===== src/design/csr_macros.svh =====
`ifndef CSR_MACROS_SVH
`define CSR_MACROS_SVH

// Data and address width
`define XLEN 32

`define CSR_ADDR_W 14

// Ecode plus one tag bit
`define ECODE_W 7

`define NUM_LANES 2

`endif

===== src/design/csr_pkg.sv =====
`default_nettype none

`include "csr_macros.svh"

package csr_pkg;

    typedef enum logic [`CSR_ADDR_W-1:0] {
        CSR_CRMD   = 14'h000,
        CSR_PRMD   = 14'h001,
        CSR_ESTAT  = 14'h005,
        CSR_ERA    = 14'h006,
        CSR_BADV   = 14'h007,
        CSR_EENTRY = 14'h00c,
        CSR_SAVE0  = 14'h030
    } csr_addr_e;

    // Mask bit set means the wdata bit lands
    typedef struct packed {
        csr_addr_e         addr;
        logic [`XLEN-1:0]  mask;
        logic [`XLEN-1:0]  wdata;
    } csr_wreq_t;

    // Same layout as CRMD[2:0], reused for PRMD
    typedef struct packed {
        logic        ie;
        logic [1:0]  plv;
    } crmd_t;

endpackage

`default_nettype wire


===== src/design/pipe_pkg.sv =====
`default_nettype none

`include "csr_macros.svh"

package pipe_pkg;

    import csr_pkg::*;

    localparam int LANE_A = 0; // older
    localparam int LANE_B = 1; // younger

    typedef enum logic [2:0] {
        OP_NOP,
        OP_ALU,
        OP_LOAD,
        OP_STORE,
        OP_CSRWR,
        OP_SYSCALL,
        OP_BREAK,
        OP_ERTN
    } lane_op_e;

    // Low six bits are the architectural Ecode.
    // INT is 0 in ESTAT, so bit 6 tags it apart from NONE
    typedef enum logic [`ECODE_W-1:0] {
        ECODE_NONE = 7'h00,
        ECODE_INT  = 7'h40,
        ECODE_ADEF = 7'h08,
        ECODE_ALE  = 7'h09,
        ECODE_SYS  = 7'h0b,
        ECODE_BRK  = 7'h0c,
        ECODE_IPE  = 7'h0e
    } ecode_e;

    typedef struct packed {
        logic              valid;
        lane_op_e          op;
        logic [`XLEN-1:0]  pc;
        logic [`XLEN-1:0]  addr;
        logic [1:0]        size;      // 0 byte, 1 half, 2 word
        csr_wreq_t         csr;
        logic              fetch_err;
    } ex_lane_t;

    typedef struct packed {
        ecode_e            ecode;
        logic [`XLEN-1:0]  badv;
        logic              badv_valid;
        logic [`XLEN-1:0]  pc;
    } lane_excp_t;

    typedef struct packed {
        lane_excp_t [`NUM_LANES-1:0]  lane;
        csr_wreq_t                    csr;
        logic                         ertn;
        logic                         valid;
    } mem_stage_t;

    typedef struct packed {
        csr_wreq_t         csr;
        logic              ertn;
        ecode_e            ecode;
        logic [`XLEN-1:0]  era;
        logic [`XLEN-1:0]  badv;
        logic              badv_valid;
        logic              flush;     // exception or interrupt entry
    } wb_stage_t;

endpackage

`default_nettype wire


===== src/design/csr_unit.sv =====
`timescale 1ns/10ps
`default_nettype none

`include "csr_macros.svh"

module csr_unit
    import csr_pkg::*;
    import pipe_pkg::*;
(
    input  logic                       clk,
    input  logic                       rstn,
    input  logic                       stall,
    input  logic                       br_fix,
    input  logic                       irq,
    input  ex_lane_t [`NUM_LANES-1:0]  ex_lane,
    input  csr_addr_e                  csr_raddr,
    output logic [`XLEN-1:0]           csr_rdata,
    output logic [1:0]                 plv,
    output logic                       redirect_valid,
    output logic [`XLEN-1:0]           redirect_pc
);

    crmd_t                        crmd;
    lane_excp_t [`NUM_LANES-1:0]  ex_excp;
    mem_stage_t                   mem;
    wb_stage_t                    wb;
    wb_stage_t                    wb_next;

    assign plv = crmd.plv;

    for (genvar i = 0; i < `NUM_LANES; i++) begin : g_lane
        csr_lane_check u_lane_check (
            .lane (ex_lane[i]),
            .plv  (crmd.plv),
            .excp (ex_excp[i])
        );
    end

    csr_pipe_reg u_pipe_reg (
        .clk     (clk),
        .rstn    (rstn),
        .stall   (stall),
        .br_fix  (br_fix),
        .ex_excp (ex_excp),
        .ex_lane (ex_lane),
        .wb_next (wb_next),
        .mem     (mem),
        .wb      (wb)
    );

    excp_arbiter u_arbiter (
        .mem     (mem),
        .irq     (irq),
        .crmd    (crmd),
        .wb_next (wb_next)
    );

    csr_regfile u_regfile (
        .clk            (clk),
        .rstn           (rstn),
        .wb             (wb),
        .raddr          (csr_raddr),
        .rdata          (csr_rdata),
        .crmd           (crmd),
        .redirect_valid (redirect_valid),
        .redirect_pc    (redirect_pc)
    );

endmodule

`default_nettype wire


===== src/design/csr_regfile.sv =====
`timescale 1ns/10ps
`default_nettype none

`include "csr_macros.svh"

module csr_regfile
    import csr_pkg::*;
    import pipe_pkg::*;
(
    input  logic              clk,
    input  logic              rstn,
    input  wb_stage_t         wb,
    input  csr_addr_e         raddr,
    output logic [`XLEN-1:0]  rdata,
    output crmd_t             crmd,
    output logic              redirect_valid,
    output logic [`XLEN-1:0]  redirect_pc
);

    crmd_t             prmd;        // PPLV and PIE
    logic [5:0]        estat_ecode;
    logic [`XLEN-1:0]  era;
    logic [`XLEN-1:0]  badv;
    logic [`XLEN-1:0]  eentry;
    logic [`XLEN-1:0]  save0;

    logic [`XLEN-1:0]  wr_old;
    logic [`XLEN-1:0]  wr_val;
    logic              wr_en;

    function automatic logic [`XLEN-1:0] csr_value(input csr_addr_e addr);
        logic [`XLEN-1:0] val;
        case (addr)
            CSR_CRMD:   val = {29'b0, crmd};
            CSR_PRMD:   val = {29'b0, prmd};
            CSR_ESTAT:  val = {10'b0, estat_ecode, 16'b0};
            CSR_ERA:    val = era;
            CSR_BADV:   val = badv;
            CSR_EENTRY: val = eentry;
            CSR_SAVE0:  val = save0;
            default:    val = '0;
        endcase
        return val;
    endfunction

    always_comb begin
        rdata  = csr_value(raddr);
        wr_old = csr_value(wb.csr.addr);
    end

    assign wr_val = (wr_old & ~wb.csr.mask) | (wb.csr.wdata & wb.csr.mask);
    assign wr_en  = |wb.csr.mask;

    assign redirect_valid = wb.flush || wb.ertn;
    assign redirect_pc    = wb.flush ? eentry : era;

    always_ff @(posedge clk) begin
        if (!rstn) begin
            crmd        <= '0;
            prmd        <= '0;
            estat_ecode <= '0;
            era         <= '0;
            badv        <= '0;
            eentry      <= '0;
            save0       <= '0;
        end else if (wb.flush) begin
            // Exception or interrupt entry
            prmd        <= crmd;
            crmd        <= '0;
            estat_ecode <= wb.ecode[5:0];
            era         <= wb.era;
            if (wb.badv_valid) begin
                badv <= wb.badv;
            end
        end else if (wb.ertn) begin
            crmd <= prmd;
        end else if (wr_en) begin
            case (wb.csr.addr)
                CSR_CRMD:   crmd   <= crmd_t'(wr_val[2:0]);
                CSR_PRMD:   prmd   <= crmd_t'(wr_val[2:0]);
                CSR_ERA:    era    <= wr_val;
                CSR_BADV:   badv   <= wr_val;
                CSR_EENTRY: eentry <= {wr_val[`XLEN-1:6], 6'b0}; // 64-byte aligned
                CSR_SAVE0:  save0  <= wr_val;
                default:    ;                                    // ESTAT Ecode is read only
            endcase
        end
    end

endmodule

`default_nettype wire


===== src/design/excp_arbiter.sv =====
`timescale 1ns/10ps
`default_nettype none

module excp_arbiter
    import csr_pkg::*;
    import pipe_pkg::*;
(
    input  mem_stage_t  mem,
    input  logic        irq,
    input  crmd_t       crmd,
    output wb_stage_t   wb_next
);

    logic a_excp;
    logic b_excp;
    logic take_int;

    assign a_excp   = mem.lane[LANE_A].ecode != ECODE_NONE;
    assign b_excp   = mem.lane[LANE_B].ecode != ECODE_NONE;
    assign take_int = irq && crmd.ie && mem.valid && !a_excp && !b_excp;

    always_comb begin
        wb_next.csr        = mem.csr;
        wb_next.ertn       = mem.ertn;
        wb_next.ecode      = ECODE_NONE;
        wb_next.era        = mem.lane[LANE_A].pc;
        wb_next.badv       = mem.lane[LANE_A].badv;
        wb_next.badv_valid = 1'b0;
        wb_next.flush      = 1'b0;

        // Older lane first
        if (a_excp) begin
            wb_next.ecode      = mem.lane[LANE_A].ecode;
            wb_next.badv_valid = mem.lane[LANE_A].badv_valid;
            wb_next.flush      = 1'b1;
        end else if (b_excp) begin
            wb_next.ecode      = mem.lane[LANE_B].ecode;
            wb_next.era        = mem.lane[LANE_B].pc;
            wb_next.badv       = mem.lane[LANE_B].badv;
            wb_next.badv_valid = mem.lane[LANE_B].badv_valid;
            wb_next.flush      = 1'b1;
        end else if (take_int) begin
            wb_next.ecode = ECODE_INT; // returns to lane A
            wb_next.flush = 1'b1;
        end

        if (wb_next.flush) begin
            wb_next.csr.mask = '0; // IPE write must not land
            wb_next.ertn     = 1'b0;
        end
    end

endmodule

`default_nettype wire


===== src/design/csr_pipe_reg.sv =====
`timescale 1ns/10ps
`default_nettype none

`include "csr_macros.svh"

module csr_pipe_reg
    import pipe_pkg::*;
(
    input  logic                         clk,
    input  logic                         rstn,
    input  logic                         stall,
    input  logic                         br_fix,
    input  lane_excp_t [`NUM_LANES-1:0]  ex_excp,
    input  ex_lane_t [`NUM_LANES-1:0]    ex_lane,
    input  wb_stage_t                    wb_next,
    output mem_stage_t                   mem,
    output wb_stage_t                    wb
);

    mem_stage_t mem_in;
    logic       ex_has_excp;
    logic       b_csrwr;
    logic       b_ertn;

    assign ex_has_excp = (ex_excp[LANE_A].ecode != ECODE_NONE) ||
                         (ex_excp[LANE_B].ecode != ECODE_NONE);

    // CSRWR and ERTN only ever issue alone in lane B
    assign b_csrwr = ex_lane[LANE_B].valid && (ex_lane[LANE_B].op == OP_CSRWR);
    assign b_ertn  = ex_lane[LANE_B].valid && (ex_lane[LANE_B].op == OP_ERTN);

    always_comb begin
        mem_in.lane  = ex_excp;
        mem_in.csr   = ex_lane[LANE_B].csr;
        if (!b_csrwr) begin
            mem_in.csr.mask = '0;
        end
        mem_in.ertn  = b_ertn && !ex_has_excp; // faulting ERTN never returns
        mem_in.valid = ex_lane[LANE_A].valid || ex_lane[LANE_B].valid;
    end

    always_ff @(posedge clk) begin
        if (!rstn) begin
            mem <= '0;
            wb  <= '0;
        end else if (wb.flush) begin
            // Flush wins over stall and only a fresh interrupt survives
            mem <= '0;
            if (wb_next.ecode == ECODE_INT) begin
                wb <= wb_next;
            end else begin
                wb <= '0;
            end
        end else if (!stall) begin
            if (br_fix) begin
                mem <= '0; // wrong-path entry
            end else begin
                mem <= mem_in;
            end
            wb <= wb_next;
        end
    end

endmodule

`default_nettype wire


===== src/design/csr_lane_check.sv =====
`timescale 1ns/10ps
`default_nettype none

module csr_lane_check
    import pipe_pkg::*;
(
    input  ex_lane_t    lane,
    input  logic [1:0]  plv,
    output lane_excp_t  excp
);

    logic is_mem;
    logic misaligned;
    logic is_priv;

    assign is_mem  = (lane.op == OP_LOAD) || (lane.op == OP_STORE);
    assign is_priv = (lane.op == OP_CSRWR) || (lane.op == OP_ERTN);

    always_comb begin
        case (lane.size)
            2'd1:    misaligned = lane.addr[0];
            2'd2:    misaligned = |lane.addr[1:0];
            default: misaligned = 1'b0;
        endcase
    end

    // Fetch error first as the oldest fault of the instruction
    always_comb begin
        excp.ecode      = ECODE_NONE;
        excp.badv       = lane.addr;
        excp.badv_valid = 1'b0;
        excp.pc         = lane.pc;
        if (lane.valid) begin
            if (lane.fetch_err) begin
                excp.ecode      = ECODE_ADEF;
                excp.badv       = lane.pc;
                excp.badv_valid = 1'b1;
            end else if (is_mem && misaligned) begin
                excp.ecode      = ECODE_ALE;
                excp.badv_valid = 1'b1;
            end else if (lane.op == OP_SYSCALL) begin
                excp.ecode = ECODE_SYS;
            end else if (lane.op == OP_BREAK) begin
                excp.ecode = ECODE_BRK;
            end else if (is_priv && plv == 2'd3) begin
                excp.ecode = ECODE_IPE; // user level
            end
        end
    end

endmodule

`default_nettype wire


===== config.mk =====
export PLATFORM = sky130hd
export DESIGN_NAME = csr_unit
export DESIGN_NICKNAME = d
export VERILOG_FILES = /design/src/design/csr_pkg.sv /design/src/design/pipe_pkg.sv /design/src/design/csr_unit.sv /design/src/design/csr_regfile.sv /design/src/design/excp_arbiter.sv /design/src/design/csr_pipe_reg.sv /design/src/design/csr_lane_check.sv
export VERILOG_INCLUDE_DIRS = /design/src /design/src/design
export SDC_FILE = /design/constraint.sdc
export NUM_CORES = 1
export LEC_CHECK = 0
export BUFFER_PORTS_ARGS = -buffer_cell sky130_fd_sc_hd__buf_2
export CAP_MARGIN = 25
export CORE_MARGIN = 2
export CORE_UTILIZATION = 60
export CTS_CLUSTER_DIAMETER = 100
export DETAILED_ROUTE_END_ITERATION = 7
export PLACE_DENSITY = 0.85
export SLEW_MARGIN = 20
export SYNTH_ARGS = -nofsm -noshare
export SYNTH_HDL_FRONTEND = slang
export SYNTH_SLANG_ARGS = --single-unit

===== constraint.sdc =====
create_clock -name clk -period 5.95 [get_ports clk]
set_input_delay 0.2975 -clock clk [delete_from_list [all_inputs] [get_ports clk]]
set_output_delay 0.2975 -clock clk [all_outputs]
set_load 0.01 [all_outputs]

-- Word-level counts from Yosys, hierarchy flattened
Index checks and enable logic that the tools add are counted.
- bits of input ports: 317
- word-level logic and storage cells: 168
- register bits: 509
- reductions and logical operators: 43
- equality and inequality tests: 33
- multiplexer cells: 54
- bitwise gates (word level): 7
- operator list (operator ; number):
    2-to-1 mux 152 bit ; 3
    2-to-1 mux 32 bit ; 14
    one-hot mux 32 bit (7 select lines) ; 2
    2-to-1 mux 224 bit ; 1
    == test 14 x 3 -> 1 bit, second input constant ; 6
    2-to-1 mux 40 bit ; 2
    2-to-1 mux 7 bit ; 11
    2-to-1 mux 65 bit ; 1
    bitwise AND 32 bit ; 2
    2-to-1 mux 64 bit ; 1
    inverter 32 bit ; 1
    OR 32 bit ; 1
    OR reduction 32 bit ; 1
    == test 14 x 1 -> 1 bit, second input constant ; 2
    == test 14 x 4 -> 1 bit, second input constant ; 2
    == test 14 x 6 -> 1 bit, second input constant ; 2
    zero test 14 bit ; 2
    nonzero test 7 bit ; 4
    == test 3 bit, second input constant ; 8
    2-to-1 mux 3 bit ; 7
    == test 3 x 2 -> 1 bit, second input constant ; 4
    AND reduction 4 bit ; 3
    nonzero test 2 bit ; 6
    logical AND 1 bit ; 11
    15 further kinds ; 40

-- Depth between registers and ports, before layout
Gate-level depths: netlist of run 1.
- depth in word-level cells: 14
- gate-level depth with buffers: 8

-- Modules after synthesis
Synthesis of run 1 repeated with hierarchy kept, for this count alone.
- cell total of the unflattened synthesis: 2669
- area, all modules: 26195.1 µm²
- by module, submodules not included (module ; instances ; seq. area each (µm²) ; cells an instance ; area an instance (µm²)):
    csr_pipe_reg ; 1 ; 7527.2 ; 1271 ; 13852.0
    csr_regfile ; 1 ; 2682.6 ; 1028 ; 8881.0
    csr_lane_check ; 2 ; 0.0 ; 95 ; 944.7
    excp_arbiter ; 1 ; 0.0 ; 180 ; 1572.8

-- Worst setup path after synthesis of run 1
OpenSTA, ideal clock, no wires.
- path kind: input to output
- from: input csr_raddr[7]
- to: output csr_rdata[16]
- data required time: 5653 ps
- cell stages on the path: 7
- arrival time: 1986 ps
- buffers on the path: 2
- path slack: 3666 ps
- cell sequence: or4_4 or4_1 and4b_1 buf_4 buf_6 a222oi_1 o21ai_1
- word-level cells in the longest chain between the ends: 2
- elaborated cells on any way between the ends: 8
- classes of those cells: 6 x eq/ne; 1 x mux; 1 x reduce/logical
- ends and longest elaborated chain (item ; line ; source):
    start, declared ; csr_unit.sv:16 ; input csr_addr_e csr_raddr,
    == test 14 x 6 -> 1 bit, or another cell as far along ; csr_regfile.sv:33 ; case (addr)
    one-hot mux 32 bit (7 select lines) (*) ; csr_regfile.sv:33 ;
    end, declared ; csr_unit.sv:17 ; output logic [`XLEN-1:0] csr_rdata,
Every way passes the cells marked *; elsewhere a longest branch is shown, timed or not.

-- Worst setup path in the final report of run 1
- from: register, netlist name u_pipe_reg.wb[0]
- to: output redirect_pc[12]
- word-level cells in the longest chain between the ends: 1
- ends and longest elaborated chain (item ; line ; source):
    2-to-1 mux 32 bit ; csr_regfile.sv:55 ; assign redirect_pc = wb.flush ? eentry : era;
    end, declared ; csr_unit.sv:20 ; output logic [`XLEN-1:0] redirect_pc
Every way passes these cells.

==> qor.tcl, run 1 <==
set qor(drt_iter0_markers) 3003
set qor(critPathLaunchType) {flop}
set qor(cts_made_buffers) 51
set qor(worst_skew_pair.late_latency_ns) 0.61
set qor(critical_path.n_buffers_inverters) 3
set qor(crit_top_cell) {sky130_fd_sc_hd__buf_4}
set qor(yosys_warnings) 0
set qor(synth_top_area_share) 0.4535
set qor(postSynthRegisterBits) 499
set qor(dp_hpwl_mm) 49.77
set qor(status) {complete, but fails checks}
set qor(power.density_nw_per_um2) 283.5
set qor(post-route-min-period_ns) 3.598
set qor(via_per_inst) 6.704
set qor(max-vdd-ir-drop_v) 0.0002150
set qor(layout_cell_share_with_drive_strength_beyond_1) 0.1894
set qor(max-clock-path-buffers) 3
set qor(hold_path.class) {input port to flop}
set qor(clock.fmax_ghz) 0.2779
set qor(setup_violations) 0
set qor(failed_checks) {design-rule violations}
set qor(die_height_um) 195.6
set qor(final-max-slew-violation-count) 0
set qor(largest_net_degree_at_the_start_of_global_routing) 171
set qor(syn-mean-instance-area_um2) 8.889
set qor(port_buffers) 305
set qor(period_share) 0.6047
set qor(detailroute.via_count) 22050
set qor(initial_core_util) 0.6060
set qor(placeable_core_region_um2) 36350
set qor(drv.max_cap_violation_count) 0
set qor(worstPathArrival_ns) 3.30
set qor(die_w_um) 195.6
set qor(wire_length_of_the_first_global_routing_pass_mm) 121.8
set qor(yosys.area.top_type) {sky130_fd_sc_hd__dfxtp_1}
set qor(power.static_leakage_nw) 9.903
set qor(area_delta_synth_final_pct) 21.34
set qor(root_buffer) {sky130_fd_sc_hd__clkbuf_16}
set qor(ys.flop_type) {sky130_fd_sc_hd__dfxtp_1}
set qor(worstSetupPathType) {flop to primary output}
set qor(synthesis.nets) 2799
set qor(clock_transition_at_the_registers_of_the_reported_paths_ns) 0.06
set qor(detail_route.wl_per_cell_um) 24.79
set qor(netSwitchingPower_mw) 1.859
set qor(postSynthCellCount) 2478
set qor(slew_headroom) 0.2946
set qor(power_frac_comb) 0.092
set qor(tightestPinTransition_ns) 1.058
set qor(hold_violations) 0
set qor(count_of_boundary_i_o_pins) 384
set qor(critical_path.top_delay_family) {buffers and inverters}
set qor(global_route.overflow_total) 0
set qor(synth_edf_count) 0
set qor(critical_path.endpoint_type) {primary output}
set qor(drtPass1Iterations) 8
set qor(cp_cell_instances) {buf_4 > buf_4 > o21ai_0 > buf_2}
set qor(first_global_vias) 20970
set qor(critical_path.max_stage_delay_ns) 0.70
set qor(synth_most_common_cell) {sky130_fd_sc_hd__dfxtp_1}
set qor(cts_resized) 0
set qor(number_of_antenna_violations_at_the_first_check_in_global_routing) 1
set qor(core.rowCount) 70
set qor(worst-path-max-fanout) 72
set qor(ys_seq_area_frac) 0.4535
set qor(cts.htree.levels) 2
set qor(p_int_mw) 5.717
set qor(tns_ns) 0
set qor(p_seq_frac) 0.462
set qor(synth_async_sr_flop_share) 0
set qor(drt_drc_violations_left) 30
set qor(tritoncts_clock_tree) {built}
set qor(globalplace.congestion) 0.9537
set qor(post_synth_most_frequent_cells) {sky130_fd_sc_hd__dfxtp_1, sky130_fd_sc_hd__nor2_1, sky130_fd_sc_hd__nand2_1}
set qor(worst_ep_required_time_ns) 5.65
set qor(finalCoreUtilization) 0.7353
set qor(synth_area_um2) 22030
set qor(clock-skew-final_ns) 0.02690
set qor(synthDistinctLibCells) 72
set qor(design.final.nets) 3101
set qor(clock_network_fraction_of_total_power) 0.446
set qor(clkSinkCount) 499
set qor(postRouteWirelength_mm) 81.54
set qor(rsz0062_at_grt) {false}
set qor(design.die.area_um2) 38260
set qor(drt.antenna.violating_nets) 0
set qor(synth.area.top_cells) {sky130_fd_sc_hd__dfxtp_1, sky130_fd_sc_hd__a22oi_1, sky130_fd_sc_hd__nor2_1}
set qor(switching_share) 0.2454
set qor(grt_util_all_layers) 0.4118
set qor(cpMaxStageDelayCell) {sky130_fd_sc_hd__buf_4}
-- final timing paths --
path,slack [ns],from,depth (start not counted),endpoint
worst min-delay path,0.02,ex_lane[288],3,u_pipe_reg.mem[178]$_SDFFE_PP0N_
worst min register to register,0.46,u_pipe_reg.wb[89]$_SDFFE_PN0P_,2,u_pipe_reg.wb[89]$_SDFFE_PN0P_
worst max register to register,2.55,u_pipe_reg.wb[142]$_SDFFE_PN0P_,6,u_regfile.save0[8]$_SDFFE_PN0P_
worst max-delay path,2.35,u_pipe_reg.wb[0]$_SDFF_PN0_,4,redirect_pc[12]
-- power by group through the flow --
stage          Clock [mW]  Sequential, mW  Combinational [mW]
3_3_place_gp            0            3.56               0.565
5_1_grt              3.49            3.50               0.740
2_1_floorplan           0            3.54               0.375
4_1_cts              3.36            3.49               0.660
6_report             3.38            3.50               0.699
3_5_place_dp            0            3.56               0.585
-- sequential cells by signal, indices dropped and copies added (netlist names) --
register / cells
u_regfile.prmd: 3
u_pipe_reg.mem: 218
u_regfile.crmd: 3
u_regfile.badv: 32
u_pipe_reg.wb: 149
u_regfile.save0: 32
u_regfile.eentry: 26
u_regfile.estat_ecode: 4
u_regfile.era: 32
-- placed cells by master (no fill, tap or decap), types with 31 or more instances in the layout --
master	instances
sky130_fd_sc_hd__dfxtp_1	497
sky130_fd_sc_hd__nor2_1	324
sky130_fd_sc_hd__buf_2	304
sky130_fd_sc_hd__nand2_1	268
sky130_fd_sc_hd__a22oi_1	248
sky130_fd_sc_hd__dlygate4sd3_1	139
sky130_fd_sc_hd__mux2i_1	103
sky130_fd_sc_hd__o21ai_0	91
sky130_fd_sc_hd__a211oi_1	85
sky130_fd_sc_hd__a21oi_1	79
sky130_fd_sc_hd__mux2_2	74
sky130_fd_sc_hd__o2bb2ai_1	53
sky130_fd_sc_hd__clkbuf_16	51
sky130_fd_sc_hd__nor3_1	43
sky130_fd_sc_hd__inv_1	39
sky130_fd_sc_hd__nor2b_1	33
sky130_fd_sc_hd__nand3_1	31
-- kinds of logic after synthesis --
family / Yosys count / synth area share
adders and majority gates: 7 / 0.003636
muxes: 177 / 0.08464
DFF: 499 / 0.4535
and+or+nand+nor: 780 / 0.1552
buffers and inverters: 268 / 0.05340
AOI/OAI and AO/OA: 747 / 0.2496
-- cell type report --
class / count / area (µm²)
Clock inverter: 17 / 250.2
Sequential cell: 499 / 9995
Inverter: 41 / 153.9
Tap cell: 468 / 585.6
Timing Repair Buffer: 476 / 3289
Fill cell: 2522 / 9622
Antenna cell: 1 / 2.502
Clock buffer: 76 / 1500
Multi-Input combinational cell: 1711 / 10950
-- tightest hold or removal path, stage by stage --
cell and delay [ns]:
sky130_fd_sc_hd__buf_2 0.11, sky130_fd_sc_hd__a22oi_1 0.08, sky130_fd_sc_hd__nor2_1 0.09
-- stage by stage --
step,area [µm²],instances,setup WS (ns),total power [mW],hold WS (ns)
final,26730,3289,2.352,7.576,0.01530
after global routing,26730,3289,2.298,7.736,0.02653
after floorplan,22030,2478,3.666,3.914,0.4267
after global placement,23440,3050,2.424,4.124,0.4398
after detailed placement,23460,3051,2.318,4.149,0.4497
after CTS,26610,3283,2.673,7.511,0.002852
-- routing by layer --
layer  share of wire  wire [µm]  track usage
met1            0.37      29900       0.5154
met2            0.45      36570       0.6522
met3            0.12       9606      0.09724
met4           0.067       5453       0.2381
met5               0          0            0
-- what timing repair did --
item,4_1_cts,5_1_grt
setup buffers,0,0
endpoints found under the hold margin,139,0
hold buffers,139,0
Note: power is estimated with default switching activity, not from simulation.
==> run 2, diff against run 1 <==
ABC_AREA = 1   (was default)
CORE_UTILIZATION = 51   (was 60)
PLACE_DENSITY = 0.76   (was 0.85)
clock period = 3.3 ns   (was 5.95 ns; I/O delays follow)
==> run 2 against run 1 <==
  * The run still ends with design-rule violations left
  * Global-route usage fell by 6.7 points
  * Die area rose by 23%
  * Flip-flop and latch count did not move
  * Register-to-register slack got worse by 1.8 ns
  * Cell count rose by 32%
  * Total power rose by 84%
  * Critical path depth fell by 1
  * Critical path type unchanged
  * Largest cell class unchanged
  * Largest power group unchanged
==> qor.tcl, run 2 <==
set qor(status) {complete, but fails checks}
set qor(failed_checks) {design-rule violations}
set qor(max-vdd-ir-drop_v) 0.0004153 ;# +93%
set qor(hold_depth) 3 ;# unchanged
set qor(synthesis.nets) 3631 ;# +30%
set qor(synth.area.top_cells) {sky130_fd_sc_hd__dfxtp_1, sky130_fd_sc_hd__nand2_1, sky130_fd_sc_hd__a21oi_1}
set qor(synth_top_area_share) 0.4333 ;# -0.02021
set qor(setup_violations) 0 ;# unchanged
set qor(global_route.overflow_total) 0 ;# unchanged
set qor(largest_register_ff_count) 218 ;# unchanged
set qor(r2r_end) {u_pipe_reg.mem[146]$_SDFFE_PP0N_}
set qor(worstPathArrival_ns) 2.49 ;# -0.81 ns
set qor(postSynthRegisterBits) 499 ;# unchanged
set qor(hold_path.class) {input port to flop}
set qor(ys_seq_area_frac) 0.4333 ;# -0.02021
set qor(yosys_warnings) 0 ;# unchanged
set qor(ys.flop_type) {sky130_fd_sc_hd__dfxtp_1}
set qor(cp_cell_instances) {buf_4 > o21ai_0 > buf_2}
set qor(largest_net_degree_at_the_start_of_global_routing) 213 ;# +25%
set qor(hold_violations) 0 ;# unchanged
set qor(wire_length_of_the_first_global_routing_pass_mm) 127.4 ;# +4.6%
set qor(die_height_um) 216.6 ;# +11%
set qor(worst_ep_required_time_ns) 3.13 ;# -2.52 ns
set qor(commonest_cells_after_routing_fill_and_taps_aside) {sky130_fd_sc_hd__nand2_1, sky130_fd_sc_hd__dfxtp_1, sky130_fd_sc_hd__a21oi_1}
set qor(drtPass1Iterations) 8 ;# unchanged
set qor(synth_async_sr_flop_share) 0 ;# unchanged
set qor(globalplace.congestion) 0.9618 ;# +0.85%
set qor(tightestPinTransition_ns) 1.153 ;# +0.09496 ns
set qor(tritoncts_clock_tree) {built}
set qor(clock-skew-final_ns) 0.01582 ;# -0.01108 ns
set qor(die_w_um) 216.6 ;# +11%
set qor(top_register_by_number_of_flip_flops) {u_pipe_reg.mem}
set qor(clock.fmax_ghz) 0.3764
set qor(drt.antenna.violating_nets) 0 ;# unchanged
set qor(synthDistinctLibCells) 42 ;# -42%
set qor(detail_route.wl_per_cell_um) 19.33 ;# -22%
set qor(endpoint) {redirect_pc[17]}
set qor(cpMaxStageDelayCell) {sky130_fd_sc_hd__dfxtp_4}
set qor(first_global_vias) 22510 ;# +7.4%
set qor(drt_drc_violations_left) 1 ;# -97%
set qor(clkSinkCount) 499 ;# unchanged
set qor(top_layer_used) {met4}
set qor(synth_area_um2) 23050 ;# +4.7%
set qor(design.die.area_um2) 46920 ;# +23%
set qor(cts.htree.levels) 2 ;# unchanged
set qor(layout_cell_share_with_drive_strength_beyond_1) 0.1291 ;# -0.06024
set qor(final-max-slew-violation-count) 0 ;# unchanged
set qor(port_buffers) 305 ;# unchanged
set qor(rsz0062_at_grt) {false}
set qor(number_of_antenna_violations_at_the_first_check_in_global_routing) 1 ;# unchanged
set qor(placeable_core_region_um2) 44410 ;# +22%
set qor(syn-mean-instance-area_um2) 6.965 ;# -22%
set qor(root_buffer) {sky130_fd_sc_hd__clkbuf_16}
set qor(postRouteWirelength_mm) 83.64 ;# +2.6%
set qor(synth_most_common_cell) {sky130_fd_sc_hd__nand2_1}
set qor(reg2reg_slack_ns) 0.71 ;# -1.84 ns
set qor(setup.worst_path.start) {u_pipe_reg.wb[0]$_SDFF_PN0_}
set qor(worstSetupPathType) {flop to primary output}
set qor(reg2reg_depth) 6 ;# unchanged
set qor(hold_slack_ns) 0.06256 ;# +0.04726 ns
set qor(postSynthCellCount) 3310 ;# +34%
set qor(clock_transition_at_the_registers_of_the_reported_paths_ns) 0.06 ;# about the same
set qor(detailroute.via_count) 24570 ;# +11%
set qor(period_share) 0.8050
set qor(power.density_nw_per_um2) 484.4 ;# +71%
set qor(detailroute.wirelength.met3_mm) 8.453 ;# -12%
set qor(worstReg2RegStart) {u_pipe_reg.wb[0]$_SDFF_PN0_}
set qor(design.final.nets) 4013 ;# +29%
set qor(worst_skew_pair.late_latency_ns) 0.61 ;# about the same
set qor(critical_path.max_stage_delay_ns) 0.66 ;# -0.04 ns
set qor(post_synth_most_frequent_cells) {sky130_fd_sc_hd__nand2_1, sky130_fd_sc_hd__dfxtp_1, sky130_fd_sc_hd__a21oi_1}
set qor(worst-path-max-fanout) 61 ;# -15%
set qor(power.static_leakage_nw) 12.40 ;# +25%
set qor(via_per_inst) 5.679 ;# -15%
set qor(post_cts_setup_buffers) 0 ;# unchanged
set qor(dp_hpwl_mm) 52.42 ;# +5.3%
set qor(layout_top_registers) {u_pipe_reg.mem (218), u_pipe_reg.wb (149)}
set qor(area_delta_synth_final_pct) 24.61
set qor(drv.max_cap_violation_count) 0 ;# unchanged
set qor(layout_commonest_cell) {sky130_fd_sc_hd__nand2_1}
set qor(met1Wirelength_mm) 34.27 ;# +15%
set qor(post-route-min-period_ns) 2.657
set qor(tns_ns) 0 ;# unchanged
set qor(critical_path.endpoint_type) {primary output}
set qor(cts_made_buffers) 53 ;# +3.9%
set qor(synth_edf_count) 0 ;# unchanged
set qor(critPathLaunchType) {flop}
set qor(count_of_boundary_i_o_pins) 384 ;# unchanged
set qor(wl_met2_mm) 36.95 ;# +1.0%
set qor(max-clock-path-buffers) 3 ;# unchanged
set qor(slew_headroom) 0.2313 ;# -0.06331
set qor(initial_core_util) 0.5191 ;# -0.08693
set qor(yosys.area.top_type) {sky130_fd_sc_hd__dfxtp_1}
set qor(core.rowCount) 77 ;# +10%
set qor(cts_resized) 0 ;# unchanged
set qor(grt_util_all_layers) 0.3449 ;# -0.06687
set qor(drt_iter0_markers) 3504 ;# +17%
## run 2: cell count changes after synthesis, moves of 103 or more
cell,change
sky130_fd_sc_hd__mux2i_1,-103
sky130_fd_sc_hd__a21oi_1,+358
sky130_fd_sc_hd__a22oi_1,-170
sky130_fd_sc_hd__nand3_1,+139
sky130_fd_sc_hd__nand2_1,+593
sky130_fd_sc_hd__inv_1,+201
## run 2: per-layer routing
layer	track usage	vias up
met3	0.06330	222
met5	0	-
li1	-	11670
met4	0.1607	0
met1	0.4679	11270
met2	0.5319	1405
## run 2: cell families after synthesis
family	count (synthesis)	share of synthesized area
flops	499	0.4333
fa+ha+maj	4	0.002171
simple gates	1416	0.2558
buf+inv	489	0.08874
compound gates	902	0.2199
## run 2: final cells by class
cell class                 instances  area (µm²)
antenna                            1       2.502
clock buffer                      82        1608
clock inverter                    14       205.2
fill                            3874       15690
inverter                         245       922.1
multi-input combinational       2322       11060
sequential                       499        9993
tap                              592       740.7
timing repair buffer             571        4198
## run 2: how the worst min path moves through the flow
stage | startpoint | to
final | rstn | u_regfile.badv[30]$_SDFFE_PN0P_
after global routing | rstn | u_regfile.badv[30]$_SDFFE_PN0P_
after CTS | ex_lane[103] | u_pipe_reg.mem[135]$_SDFFE_PP0N_
after detailed placement | ex_lane[185] | u_pipe_reg.mem[37]$_SDFFE_PP0N_
after global placement | ex_lane[161] | u_pipe_reg.mem[13]$_SDFFE_PP0N_
after floorplan | ex_lane[182] | u_pipe_reg.mem[34]$_SDFFE_PP0N_
## run 2: critical path: cells and delay by family, from the launching register on
kind            cells  cell delay (ns)
flops               1             0.66
compound gates      1             0.37
buf+inv             2             0.85
## run 2: per-stage QoR
step	total power [mW]	cell area [µm²]	utilization	std cells	setup WS (ns)
2_1_floorplan	7.131	23050	-	3310	1.740
3_3_place_gp	7.547	24700	0.5562	4009	0.8228
3_5_place_dp	7.562	24700	0.5562	4009	0.8380
4_1_cts	13.88	28710	0.6464	4324	0.6938
5_1_grt	14.31	28730	0.6468	4326	0.5154
6_report	13.92	28730	0.6468	4326	0.6434
## run 2: power by group
group          switching [mW]  internal [mW]
sequential              0.116           6.20
clock                    2.50           3.73
combinational           0.855          0.524
total                    3.47           10.4
## run 2: what timing repair did
item | 4_1_cts | 5_1_grt
hold endpoints to repair | 219 | 0
hold buffers | 219 | 0
endpoints found under the setup margin | 0 | 0
